==> src/isa_pkg.sv <==
package isa_pkg;

    // barrier view of an instruction word
    typedef struct packed {
        logic [16:0] op;
        logic [14:0] hint;
    } bar_view_t;

    // csrrd / csrwr / csrxchg view
    typedef struct packed {
        logic [7:0]  op;
        logic [13:0] csr_num;
        logic [4:0]  rj;
        logic [4:0]  rd;
    } csr_view_t;

    typedef union packed {
        bar_view_t bar;
        csr_view_t csr;
    } inst_word_u;

    // ibar hint, top 17 bits
    localparam logic [16:0] OP_IBAR = 17'h070e5;

    // csr access, top 8 bits
    localparam logic [7:0] OP_CSR = 8'h04;

    // rj of 0 is a plain csr read
    localparam logic [4:0] CSR_RJ_RD = 5'd0;

    // andi r0, r0, 0
    localparam logic [31:0] INST_NOP = 32'h0340_0000;

endpackage

==> src/fe_pkg.sv <==
package fe_pkg;

    localparam int XLEN = 32;

    localparam logic [XLEN-1:0] PC_RESET = 32'h1c00_0000;

    // byte spans of one word and one bundle
    localparam logic [XLEN-1:0] INST_BYTES   = 32'd4;
    localparam logic [XLEN-1:0] BUNDLE_BYTES = 32'd8;

    // one fetched pair, pc_next is pc + 8 unless slot 1 was killed
    typedef struct packed {
        logic [XLEN-1:0]     pc;
        logic [XLEN-1:0]     pc_next;
        isa_pkg::inst_word_u inst0;
        isa_pkg::inst_word_u inst1;
    } fetch_bundle_t;

    typedef enum logic [1:0] {
        BAR_NONE = 2'd0,
        BAR_IBAR = 2'd1,
        BAR_CSR  = 2'd2
    } bar_class_e;

    // slot bit 0 is inst0, bit 1 is inst1
    typedef struct packed {
        logic [1:0] slot;
        bar_class_e cls;
    } bar_info_t;

    typedef struct packed {
        logic [XLEN-1:0]     pc;
        isa_pkg::inst_word_u inst;
    } issue_t;

endpackage

==> src/fetch_pc_gen.sv <==
`timescale 1ns/1ps

module fetch_pc_gen (
    input  logic                    clk,
    input  logic                    rst_n,
    input  logic                    flush,
    input  logic [fe_pkg::XLEN-1:0] flush_pc,
    input  logic                    fetch_kill,
    input  logic                    redirect_valid,
    input  logic [fe_pkg::XLEN-1:0] redirect_pc,
    output logic                    imem_req_valid,
    output logic [fe_pkg::XLEN-1:0] imem_req_pc,
    input  logic                    imem_req_ready,
    input  logic                    imem_rsp_valid,
    input  logic [31:0]             imem_rsp_inst0,
    input  logic [31:0]             imem_rsp_inst1,
    output logic                    bundle_valid,
    output fe_pkg::fetch_bundle_t   bundle,
    input  logic                    bundle_ready
);

    logic [fe_pkg::XLEN-1:0] pc;
    logic [fe_pkg::XLEN-1:0] req_pc;
    logic                    run;
    logic                    req_out;
    logic                    discard;
    logic                    req_fire;
    logic                    rsp_take;

    // one request in flight, and only into an empty bundle register
    assign imem_req_valid = run && !req_out && !bundle_valid && !fetch_kill && !flush;
    assign imem_req_pc    = pc;
    assign req_fire       = imem_req_valid && imem_req_ready;

    // responses during a kill are younger than the barrier
    assign rsp_take = imem_rsp_valid && !discard && !fetch_kill && !flush;

    always_ff @(posedge clk) begin
        if (!rst_n) begin
            run          <= 1'b0;
            pc           <= fe_pkg::PC_RESET;
            req_out      <= 1'b0;
            discard      <= 1'b0;
            bundle_valid <= 1'b0;
        end else begin
            run <= 1'b1;

            if (flush) begin
                pc <= flush_pc;
            end else if (redirect_valid) begin
                pc <= redirect_pc;
            end else if (req_fire) begin
                pc <= pc + fe_pkg::BUNDLE_BYTES;
            end

            if (req_fire) begin
                req_out <= 1'b1;
            end else if (imem_rsp_valid) begin
                req_out <= 1'b0;
            end

            // the response still in flight belongs to the old path
            if (imem_rsp_valid) begin
                discard <= 1'b0;
            end else if ((flush || redirect_valid) && req_out) begin
                discard <= 1'b1;
            end

            if (flush || fetch_kill) begin
                bundle_valid <= 1'b0;
            end else if (rsp_take) begin
                bundle_valid <= 1'b1;
            end else if (bundle_ready) begin
                bundle_valid <= 1'b0;
            end
        end
    end

    always_ff @(posedge clk) begin
        if (req_fire) begin
            req_pc <= pc;
        end
        if (rsp_take) begin
            bundle.pc      <= req_pc;
            bundle.pc_next <= req_pc + fe_pkg::BUNDLE_BYTES;
            bundle.inst0   <= imem_rsp_inst0;
            bundle.inst1   <= imem_rsp_inst1;
        end
    end

    a_one_outstanding: assert property (@(posedge clk) disable iff (!rst_n)
        req_fire |=> !imem_req_valid throughout imem_rsp_valid[->1]);

endmodule

==> src/fetch_predecode.sv <==
`timescale 1ns/1ps

module fetch_predecode (
    input  fe_pkg::fetch_bundle_t bundle,
    output fe_pkg::bar_info_t     bar_info
);

    isa_pkg::inst_word_u slot_inst [2];
    logic [1:0]          is_ibar;
    logic [1:0]          is_csr;

    assign slot_inst[0] = bundle.inst0;
    assign slot_inst[1] = bundle.inst1;

    always_comb begin
        for (int i = 0; i < 2; i++) begin
            is_ibar[i] = slot_inst[i].bar.op == isa_pkg::OP_IBAR;
            // csrwr and csrxchg both write
            is_csr[i]  = slot_inst[i].csr.op == isa_pkg::OP_CSR &&
                         slot_inst[i].csr.rj != isa_pkg::CSR_RJ_RD;
        end
    end

    // oldest barrier wins
    always_comb begin
        bar_info.slot = 2'b00;
        bar_info.cls  = fe_pkg::BAR_NONE;
        if (is_ibar[0] || is_csr[0]) begin
            bar_info.slot = 2'b01;
            if (is_ibar[0]) begin
                bar_info.cls = fe_pkg::BAR_IBAR;
            end else begin
                bar_info.cls = fe_pkg::BAR_CSR;
            end
        end else if (is_ibar[1] || is_csr[1]) begin
            bar_info.slot = 2'b10;
            if (is_ibar[1]) begin
                bar_info.cls = fe_pkg::BAR_IBAR;
            end else begin
                bar_info.cls = fe_pkg::BAR_CSR;
            end
        end
    end

endmodule

==> src/fetch_stage_buf.sv <==
`timescale 1ns/1ps

module fetch_stage_buf (
    input  logic                    clk,
    input  logic                    rst_n,
    input  logic                    flush,
    input  logic                    bundle_valid,
    input  fe_pkg::fetch_bundle_t   bundle,
    output logic                    bundle_ready,
    input  fe_pkg::bar_info_t       bar_info,
    output logic                    stage_valid,
    output fe_pkg::fetch_bundle_t   stage_bundle,
    input  logic                    stage_ready,
    input  logic                    bar_ack,
    input  logic                    cache_idle,
    input  logic                    csr_done,
    output logic                    fetch_kill,
    output logic                    redirect_valid,
    output logic [fe_pkg::XLEN-1:0] redirect_pc
);

    typedef enum logic [1:0] {
        ST_IDLE       = 2'd0,
        ST_WAIT_ACK   = 2'd1,
        ST_WAIT_CACHE = 2'd2,
        ST_WAIT_CSR   = 2'd3
    } bar_state_e;

    bar_state_e              state;
    fe_pkg::bar_class_e      cls_q;
    logic [fe_pkg::XLEN-1:0] redirect_pc_q;
    logic                    ready_q;
    logic                    skid_valid;
    fe_pkg::fetch_bundle_t   skid_bundle;
    fe_pkg::fetch_bundle_t   in_bundle;
    logic                    accept;
    logic                    stage_free;
    logic                    skid_wr;
    logic                    bar_hit;

    // ready lags stage_ready by a cycle, the skid slot covers the gap
    assign bundle_ready = ready_q && !skid_valid && state == ST_IDLE;
    assign accept       = bundle_valid && bundle_ready;
    assign stage_free   = !stage_valid || stage_ready;
    assign skid_wr      = accept && !stage_free;
    assign bar_hit      = accept && bar_info.cls != fe_pkg::BAR_NONE;

    assign fetch_kill     = state != ST_IDLE;
    assign redirect_valid = (state == ST_WAIT_CACHE && cache_idle) ||
                            (state == ST_WAIT_CSR && csr_done);
    assign redirect_pc    = redirect_pc_q;

    // slot-0 barrier drops inst1 and shrinks the bundle span to one word
    always_comb begin
        in_bundle = bundle;
        if (bar_info.slot[0]) begin
            in_bundle.inst1   = isa_pkg::INST_NOP;
            in_bundle.pc_next = bundle.pc + fe_pkg::INST_BYTES;
        end
    end

    always_ff @(posedge clk) begin
        if (!rst_n) begin
            ready_q     <= 1'b0;
            stage_valid <= 1'b0;
            skid_valid  <= 1'b0;
            state       <= ST_IDLE;
            cls_q       <= fe_pkg::BAR_NONE;
        end else begin
            ready_q <= stage_ready;
            if (flush) begin
                stage_valid <= 1'b0;
                skid_valid  <= 1'b0;
                state       <= ST_IDLE;
            end else begin
                if (stage_free) begin
                    stage_valid <= skid_valid || accept;
                    skid_valid  <= 1'b0;
                end else if (skid_wr) begin
                    skid_valid <= 1'b1;
                end

                case (state)
                    ST_IDLE: begin
                        if (bar_hit) begin
                            state <= ST_WAIT_ACK;
                            cls_q <= bar_info.cls;
                        end
                    end
                    ST_WAIT_ACK: begin
                        if (bar_ack) begin
                            if (cls_q == fe_pkg::BAR_IBAR) begin
                                state <= ST_WAIT_CACHE;
                            end else begin
                                state <= ST_WAIT_CSR;
                            end
                        end
                    end
                    ST_WAIT_CACHE: begin
                        if (cache_idle) begin
                            state <= ST_IDLE;
                        end
                    end
                    ST_WAIT_CSR: begin
                        if (csr_done) begin
                            state <= ST_IDLE;
                        end
                    end
                    default: begin
                        state <= ST_IDLE;
                    end
                endcase
            end
        end
    end

    always_ff @(posedge clk) begin
        if (stage_free) begin
            if (skid_valid) begin
                stage_bundle <= skid_bundle;
            end else if (accept) begin
                stage_bundle <= in_bundle;
            end
        end else if (skid_wr) begin
            skid_bundle <= in_bundle;
        end
        // resume right after the barrier
        if (bar_hit) begin
            if (bar_info.slot[0]) begin
                redirect_pc_q <= bundle.pc + fe_pkg::INST_BYTES;
            end else begin
                redirect_pc_q <= bundle.pc + fe_pkg::BUNDLE_BYTES;
            end
        end
    end

    a_skid_no_overwrite: assert property (@(posedge clk) disable iff (!rst_n)
        skid_wr |-> !skid_valid);

    // the exit must match the class captured with the barrier
    a_redirect_on_exit: assert property (@(posedge clk) disable iff (!rst_n)
        redirect_valid |->
            (cls_q == fe_pkg::BAR_IBAR && cache_idle) ||
            (cls_q == fe_pkg::BAR_CSR && csr_done));

endmodule

==> src/inst_issue_queue.sv <==
`timescale 1ns/1ps

module inst_issue_queue (
    input  logic                  clk,
    input  logic                  rst_n,
    input  logic                  flush,
    input  logic                  stage_valid,
    input  fe_pkg::fetch_bundle_t stage_bundle,
    output logic                  stage_ready,
    output logic                  issue_valid,
    output fe_pkg::issue_t        issue,
    input  logic                  issue_ready
);

    fe_pkg::fetch_bundle_t q_bundle;
    logic                  q_valid;
    logic                  slot_ptr;
    logic                  has_second;
    logic                  last_slot;
    logic                  issue_fire;
    logic                  stage_fire;
    logic                  in_second;

    assign last_slot   = slot_ptr || !has_second;
    assign issue_valid = q_valid;
    assign issue_fire  = q_valid && issue_ready;
    assign stage_ready = !q_valid || (issue_ready && last_slot);
    assign stage_fire  = stage_valid && stage_ready;

    // killed slot 1 shows as a one-word span with a nop
    assign in_second = !((stage_bundle.pc_next - stage_bundle.pc == fe_pkg::INST_BYTES) &&
                         stage_bundle.inst1 == isa_pkg::INST_NOP);

    always_comb begin
        issue.pc   = q_bundle.pc;
        issue.inst = q_bundle.inst0;
        if (slot_ptr) begin
            issue.pc   = q_bundle.pc + fe_pkg::INST_BYTES;
            issue.inst = q_bundle.inst1;
        end
    end

    always_ff @(posedge clk) begin
        if (!rst_n) begin
            q_valid    <= 1'b0;
            slot_ptr   <= 1'b0;
            has_second <= 1'b0;
            q_bundle   <= '0;
        end else if (flush) begin
            q_valid  <= 1'b0;
            slot_ptr <= 1'b0;
        end else if (stage_fire) begin
            q_valid    <= 1'b1;
            slot_ptr   <= 1'b0;
            has_second <= in_second;
            q_bundle   <= stage_bundle;
        end else if (issue_fire) begin
            if (last_slot) begin
                q_valid <= 1'b0;
            end else begin
                slot_ptr <= 1'b1;
            end
        end
    end

    a_issue_stable: assert property (@(posedge clk) disable iff (!rst_n)
        issue_valid && !issue_ready && !flush |=> issue_valid && $stable(issue));

endmodule

==> src/frontend_top.sv <==
`timescale 1ns/1ps

module frontend_top (
    input  logic                    clk,
    input  logic                    rst_n,
    input  logic                    flush,
    input  logic [fe_pkg::XLEN-1:0] flush_pc,
    output logic                    imem_req_valid,
    output logic [fe_pkg::XLEN-1:0] imem_req_pc,
    input  logic                    imem_req_ready,
    input  logic                    imem_rsp_valid,
    input  logic [31:0]             imem_rsp_inst0,
    input  logic [31:0]             imem_rsp_inst1,
    output logic                    issue_valid,
    output fe_pkg::issue_t          issue,
    input  logic                    issue_ready,
    input  logic                    bar_ack,
    input  logic                    cache_idle,
    input  logic                    csr_done
);

    logic                    bundle_valid;
    fe_pkg::fetch_bundle_t   bundle;
    logic                    bundle_ready;
    fe_pkg::bar_info_t       bar_info;
    logic                    stage_valid;
    fe_pkg::fetch_bundle_t   stage_bundle;
    logic                    stage_ready;
    logic                    fetch_kill;
    logic                    redirect_valid;
    logic [fe_pkg::XLEN-1:0] redirect_pc;

    fetch_pc_gen u_pc_gen (
        .clk            (clk),
        .rst_n          (rst_n),
        .flush          (flush),
        .flush_pc       (flush_pc),
        .fetch_kill     (fetch_kill),
        .redirect_valid (redirect_valid),
        .redirect_pc    (redirect_pc),
        .imem_req_valid (imem_req_valid),
        .imem_req_pc    (imem_req_pc),
        .imem_req_ready (imem_req_ready),
        .imem_rsp_valid (imem_rsp_valid),
        .imem_rsp_inst0 (imem_rsp_inst0),
        .imem_rsp_inst1 (imem_rsp_inst1),
        .bundle_valid   (bundle_valid),
        .bundle         (bundle),
        .bundle_ready   (bundle_ready)
    );

    fetch_predecode u_predecode (
        .bundle   (bundle),
        .bar_info (bar_info)
    );

    fetch_stage_buf u_stage_buf (
        .clk            (clk),
        .rst_n          (rst_n),
        .flush          (flush),
        .bundle_valid   (bundle_valid),
        .bundle         (bundle),
        .bundle_ready   (bundle_ready),
        .bar_info       (bar_info),
        .stage_valid    (stage_valid),
        .stage_bundle   (stage_bundle),
        .stage_ready    (stage_ready),
        .bar_ack        (bar_ack),
        .cache_idle     (cache_idle),
        .csr_done       (csr_done),
        .fetch_kill     (fetch_kill),
        .redirect_valid (redirect_valid),
        .redirect_pc    (redirect_pc)
    );

    inst_issue_queue u_issue_queue (
        .clk          (clk),
        .rst_n        (rst_n),
        .flush        (flush),
        .stage_valid  (stage_valid),
        .stage_bundle (stage_bundle),
        .stage_ready  (stage_ready),
        .issue_valid  (issue_valid),
        .issue        (issue),
        .issue_ready  (issue_ready)
    );

endmodule

==> config.mk <==
export PLATFORM = sky130hd
export DESIGN_NAME = frontend_top
export DESIGN_NICKNAME = d
export VERILOG_FILES = /design/src/isa_pkg.sv /design/src/fe_pkg.sv /design/src/fetch_pc_gen.sv /design/src/fetch_predecode.sv /design/src/fetch_stage_buf.sv /design/src/inst_issue_queue.sv /design/src/frontend_top.sv
export SDC_FILE = /design/constraint.sdc
export NUM_CORES = 1
export LEC_CHECK = 0
export ABC_AREA = 1
export BUFFER_PORTS_ARGS = -buffer_cell sky130_fd_sc_hd__buf_2
export CAP_MARGIN = 0
export CELL_PAD_IN_SITES_DETAIL_PLACEMENT = 2
export CELL_PAD_IN_SITES_GLOBAL_PLACEMENT = 2
export CORE_MARGIN = 5
export CORE_UTILIZATION = 30
export CTS_CLUSTER_SIZE = 30
export DETAILED_ROUTE_END_ITERATION = 10
export PLACE_DENSITY = 0.7
export SLEW_MARGIN = 5
export SYNTH_ARGS = -nofsm -noshare
export SYNTH_HDL_FRONTEND = slang
export SYNTH_SLANG_ARGS = --single-unit
==> constraint.sdc <==
create_clock -name clk -period 6.9 [get_ports clk]
set_clock_uncertainty 0.05 [all_clocks]
set_input_delay 0.69 -clock clk [delete_from_list [all_inputs] [get_ports clk]]
set_output_delay 0.69 -clock clk [all_outputs]
set_load 0.03 [all_outputs]
# --- After elaboration in Yosys (flattened, before gate mapping) ---
# Cells that the tools add are included.
# W data, S select, Z words.
classes:
  add_sub_neg: 6
  eq_ne: 14
  mux: 27
  bitwise: 4
  reduce_logical: 65
op_table:
  columns: ["operator", "count"]
  rows:
  - ["$mux W128", 2]
  - ["$mux W32", 6]
  - ["$add A32 B4 Y32 const B", 3]
  - ["$add A32 B3 Y32 const B", 2]
  - ["$mux W64", 1]
  - ["$eq A17 B15 Y1 const B", 2]
  - ["$eq A32 B26 Y1 const B", 1]
  - ["$eq A32 B3 Y1 const B", 1]
  - ["$sub A32 B32 Y32", 1]
  - ["$logic_and A1 B1 Y1", 22]
  - ["$eq A8 B3 Y1 const B", 2]
  - ["$mux W2", 7]
  - ["$reduce_bool A2 Y1", 7]
  - ["$logic_not A1 Y1", 11]
  - ["$reduce_and A2 Y1", 5]
  - ["$reduce_bool A5 Y1", 2]
  - ["$logic_or A1 B1 Y1", 9]
  - ["$mux W1", 9]
  - ["$pmux W2 S4", 1]
  - ["$ne A2 B2 Y1 const B", 3]
  - ["$reduce_or A2 Y1", 3]
  - ["$reduce_or A3 Y1", 2]
  - ["$eq A2 B1 Y1 const B", 2]
  - ["$eq A2 B2 Y1 const B", 2]
  - ["other kinds (7)", 10]
word_totals:
  ff_bits: 590
  inputBits: 105
  output_inout_bits: 98
  word_cells: 146

# --- Depth between registers and ports, before layout ---
depth:
  ltp_word: 9
  depth_mapped: 20
  ltp_nobuf: 20

# --- By module ---
# From an unflattened synthesis, not the netlist that was laid out.
unflattened:
  hier_cells: 3213
  area_unflattened_um2: 28143.2
modules_own_cells:
  columns: ["mod", "instances", "cells_per_inst", "area_each_um2", "seq_area_each_um2"]
  rows:
  - ["fetch_stage_buf", 1, 1187, 12545.8, 8788.4]
  - ["fetch_pc_gen", 1, 729, 8109.0, 5435.2]
  - ["inst_issue_queue", 1, 1227, 7159.4, 1981.9]
  - ["fetch_predecode", 1, 70, 329.1, 0.0]

# --- Worst setup path after synthesis ---
# OpenSTA, ideal clock, no wires.
synth_timing:
  kind: "input to register"
  from: "in issue_ready"
  to: "reg u_stage_buf.skid_bundle[0] (netlist bit) (enable)"
  setup_time_ns: 0.617
  arrival_time_ns: 6.304
  required_time_ns: 6.233
  setup_slack_ns: -0.071
  path_stages: 5
  path_buffers: 0
  cell_sequence: "nand2_1 -> nand2_1 -> nor2_1 -> inv_1 -> nor2_1"
synth_between:
  elab_chain_cells: 6
  elab_cells_between_ends: 7
  cone_classes: "1 x bitwise; 6 x reduce/logical"
synth_rtl:
  columns: ["element", "line_no", "text"]
  rows:
  - ["start, declared", "frontend_top.sv:16", "input logic issue_ready,"]
  - ["$logic_and A1 B1 Y1", "inst_issue_queue.sv:27", "assign stage_ready = !q_valid || (issue_ready && last_slot);"]
  - ["$logic_or A1 B1 Y1", "inst_issue_queue.sv:27", null]
  - ["$logic_or A1 B1 Y1", "fetch_stage_buf.sv:44", "assign stage_free = !stage_valid || stage_ready;"]
  - ["$logic_not A1 Y1", "fetch_stage_buf.sv:45", "assign skid_wr = accept && !stage_free;"]
  - ["$logic_and A1 B1 Y1", "fetch_stage_buf.sv:45", null]
  - ["net u_stage_buf.skid_wr", "fetch_stage_buf.sv:38", "logic skid_wr;"]
  - ["$reduce_and A2 Y1 (no source line)", null, null]
  - ["end signal, assigned", "fetch_stage_buf.sv:125", "skid_bundle <= in_bundle;"]
  - ["end, declared", "fetch_stage_buf.sv:34", "fe_pkg::fetch_bundle_t skid_bundle;"]
# The timed path passes the listed nets, and every way through them passes these cells.
# A chain may end at the register's enable or synchronous reset.

==> metrics <==
die area=0.0982 mm^2; Max Fclk=260 MHz; initial antenna violation count=6; Max Cap Viol=0; Cell Int Power=6080 uW; reg2reg setup slack=approximately 3200 ps; Main synth FF type=edfxtp_1; CTS max path bufs=3; Worst setup SP type=register; Gate power share=5.2%; area delta synth->final=15.9%; Reg-to-Reg End=u_stage_buf.stage_bundle[92]; global-route wire length before repair=148 mm; final WL=slightly below 100 mm; leading cell type in the layout, fill and taps excluded=nand2_1; cts hold-fix bufs=0; Die Y=313 um; row cnt=111; # clock sinks=587; simple-gate share of the synthesized area=20.9%; Post-synth ARST share=0%; crit path cell chain=ha_1 > inv_1 > nor3_1 > nand4_1 > nor4_1 > nand3_1 > xor2_1 > buf_2; Avg Inst Size Synth=9.13 um^2; CP top delay family=simple AND/OR/NAND/NOR gates; most frequent cells in the layout=nand2_1 (854), edfxtp_1 (445), inv_1 (358), nor2_1 (246), buf_2 (202); pin count of the biggest net entering global routing=97; fin crit share=55.7%; via count=between 20000 and 25000; Post-synth EDFFs=roughly 450; Starting Density=between 30% and 40%; setup bufs post-CTS=0; Worst Hold Depth=1; Pleak=0.0128 uW; Syn Inst Count=around 3000; cell at the slowest stage of the critical path=nor4_1; Power per Cell Area=249 mW/mm^2; Max-slew headroom=20.7%; RSZ-0062 raised after global routing=no; Resized cells post-CTS=0; Port Buffer Count=a little over 200; hold-critical path endpoint=u_pc_gen.bundle[24]; Hold/Removal Path Class=in2reg; Avg Vias per Cell=4.90; DRC=0; fin area=0.0320 mm^2; Max IR drop VDD=0.161 mV; Fillers=10100; H-tree Lvls=3; Crit Path Class=reg2out; Max Slew Vio Count=0; clock slew at reported path FFs=60 ps; Root Buffer=clkbuf_16; XOR/XNOR share of the synthesized area=3.52%; area post-placement=just under 0.03 mm^2; CP startpoint=u_issue_queue.q_bundle[98]; # diodes=0; WP data arrival=3100 ps; setup TNS=0 ps; Synth Cell Area=0.0276 mm^2; Synth warnings=0; Final #Nets=3351; clk_lat worst skew=610 ps; routed length per instance=21.8 um; total CTS buffers=70; ANT nets after route=0; vias in the first global route=between 20000 and 25000; share of cells above drive strength 1=11.7%; num ports=203; core area=0.0915 mm^2; sw power=1880 uW; initial drt markers=1163; Switching Share=23.6%; syn nets=3164; top-area cell type share of the netlist area=around half; global-route total usage across every layer=between 10% and 20%; CP required=~6200 ps; multiplexer share of the synthesized area=0%; count of different cell masters after synthesis=49; Post-DP HPWL=roughly 72 mm; clock power share=45.2%; cell taking the most area after synthesis=edfxtp_1; outcome=finished clean; FF+latch count, synth=587; final setup fails=0; fin crit period=3840 ps; Worst Hold Slack=slightly above 200 ps; Crit Reg-Reg Startpoint=u_stage_buf.skid_valid; post-synthesis compound-gate area fraction=under 10%; total congestion overflow=0; Critical Path Sink Type=primary output; Register-to-Register Path Depth=6; leading post-synthesis cells by cell area=edfxtp_1 (48%), nand2_1 (12%), dfxtp_1 (10%), inv_1 (4.9%), o21ai_0 (3.4%); worst slew pin tran=1190 ps; worst hold start=imem_rsp_inst1[24]; crit path max fanout=4; worst stage delay on the critical path=roughly 700 ps; largest family of logic cells by synthesized area=simple AND/OR/NAND/NOR gates; Adder-Cell Fraction of Synth Area=1.63%; CTS tree=built; GPL Wtd Cong=approximately 0.90; First-pass DRT Iterations=5; endpoints failing hold=0; register area share after synthesis=slightly below 60%; Flop pwr share=49.6%; Die W=approximately 310 um; WP buf/inv=2
registers in the layout (all words and copies together) (netlist names):
| name | flops |
|---|---|
| u_stage_buf.ready_q | 1 |
| u_stage_buf.skid_valid | 1 |
| u_pc_gen.bundle | 125 |
| u_issue_queue.q_bundle | 96 |
| u_pc_gen.req_pc | 32 |
| u_issue_queue.has_second | 1 |
| u_pc_gen.req_out | 1 |
| u_stage_buf.redirect_pc | 32 |
| u_pc_gen.bundle_valid | 1 |
| u_issue_queue.slot_ptr | 1 |
| u_stage_buf.state | 2 |
| u_pc_gen.discard | 1 |
| u_stage_buf.cls_q | 2 |
| u_pc_gen.run | 1 |
| u_stage_buf.skid_bundle | 128 |
| u_pc_gen.imem_req_pc | 32 |
| u_stage_buf.stage_bundle | 128 |
| u_issue_queue.issue_valid | 1 |
| u_stage_buf.stage_valid | 1 |
through the flow:
stage	util, %	power [uW]	setup WS [ps]	instances
after floorplan	-	4240	2050	3023
after global placement	32.6	4410	3240	4324
after detailed placement	32.6	4430	3150	4324
after CTS	35.0	8060	2960	4452
after global routing	35.0	8250	2830	4452
final	35.0	7960	3060	4452
per-layer routing:
metal	wire (um)	vias to the layer above	share of wire, %	track usage (%)
met2	46100	371	48	32.8
met5	34	-	0.035	0
met1	45100	10900	46	26.3
li1	-	10400	-	-
met4	2350	6	2.4	4.80
met3	3440	141	3.5	2.91
cells in the mapped netlist, types with 4 or more instances:
library cell,instances
nand3b_1,8
buf_2,12
a31oi_1,33
buf_4,4
inv_2,9
nor2_4,5
dfxtp_1,142
nand3_1,101
nor2_2,11
clkbuf_1,76
inv_1,360
o21bai_1,4
buf_1,7
xor2_1,88
a21oi_1,185
nor2_1,248
edfxtp_1,445
nor3_1,52
nand2_1,856
o21ai_0,190
nor3_2,5
nand4_1,43
o211ai_1,15
nand3_2,7
nand2_2,7
xnor2_1,23
nor4_1,14
ha_1,36
worst max path at each step:
stage / end / cells past startpoint
after detailed placement: u_issue_queue.q_bundle[105] / 7
after global placement: u_issue_queue.has_second / 8
after CTS: issue[62] / 8
final: issue[62] / 8
after global routing: issue[58] / 9
after floorplan: u_pc_gen.bundle[0] / 4
logic make-up (layout without fill, tap and decap cells):
family                     count (synthesis)  in the layout
and+or+nand+nor                         1372           1372
adders and majority gates                 36             36
xor gates and xnor gates                 111            111
DFF                                      587            587
buffers and inverters                    476            719
AOI/OAI and AO/OA                        441            441
layout make-up:
class	instances	area (um^2)	share of cell area, %
clock buffer	96	1930	6.04
clock inverter	32	269	0.841
inverter	371	1400	4.37
multi-input combinational	1960	9550	29.8
sequential	587	16200	50.7
tap	1186	1480	4.64
timing repair buffer	220	1160	3.62
power groups by stage:
stage	combinational, uW	sequential [uW]	clock (uW)
after floorplan	228	4020	0
after global placement	393	4020	0
after detailed placement	412	4020	0
after CTS	418	3950	3690
after global routing	456	3960	3840
final	411	3950	3600
worst reg2reg max path: stages (launching register included):
cell	delay (ps)
dfxtp_4	510
inv_4	520
nand4_1	290
inv_1	190
o21ai_0	160
inv_4	810
buf_4	740
Power figures use the tool's default switching activity.
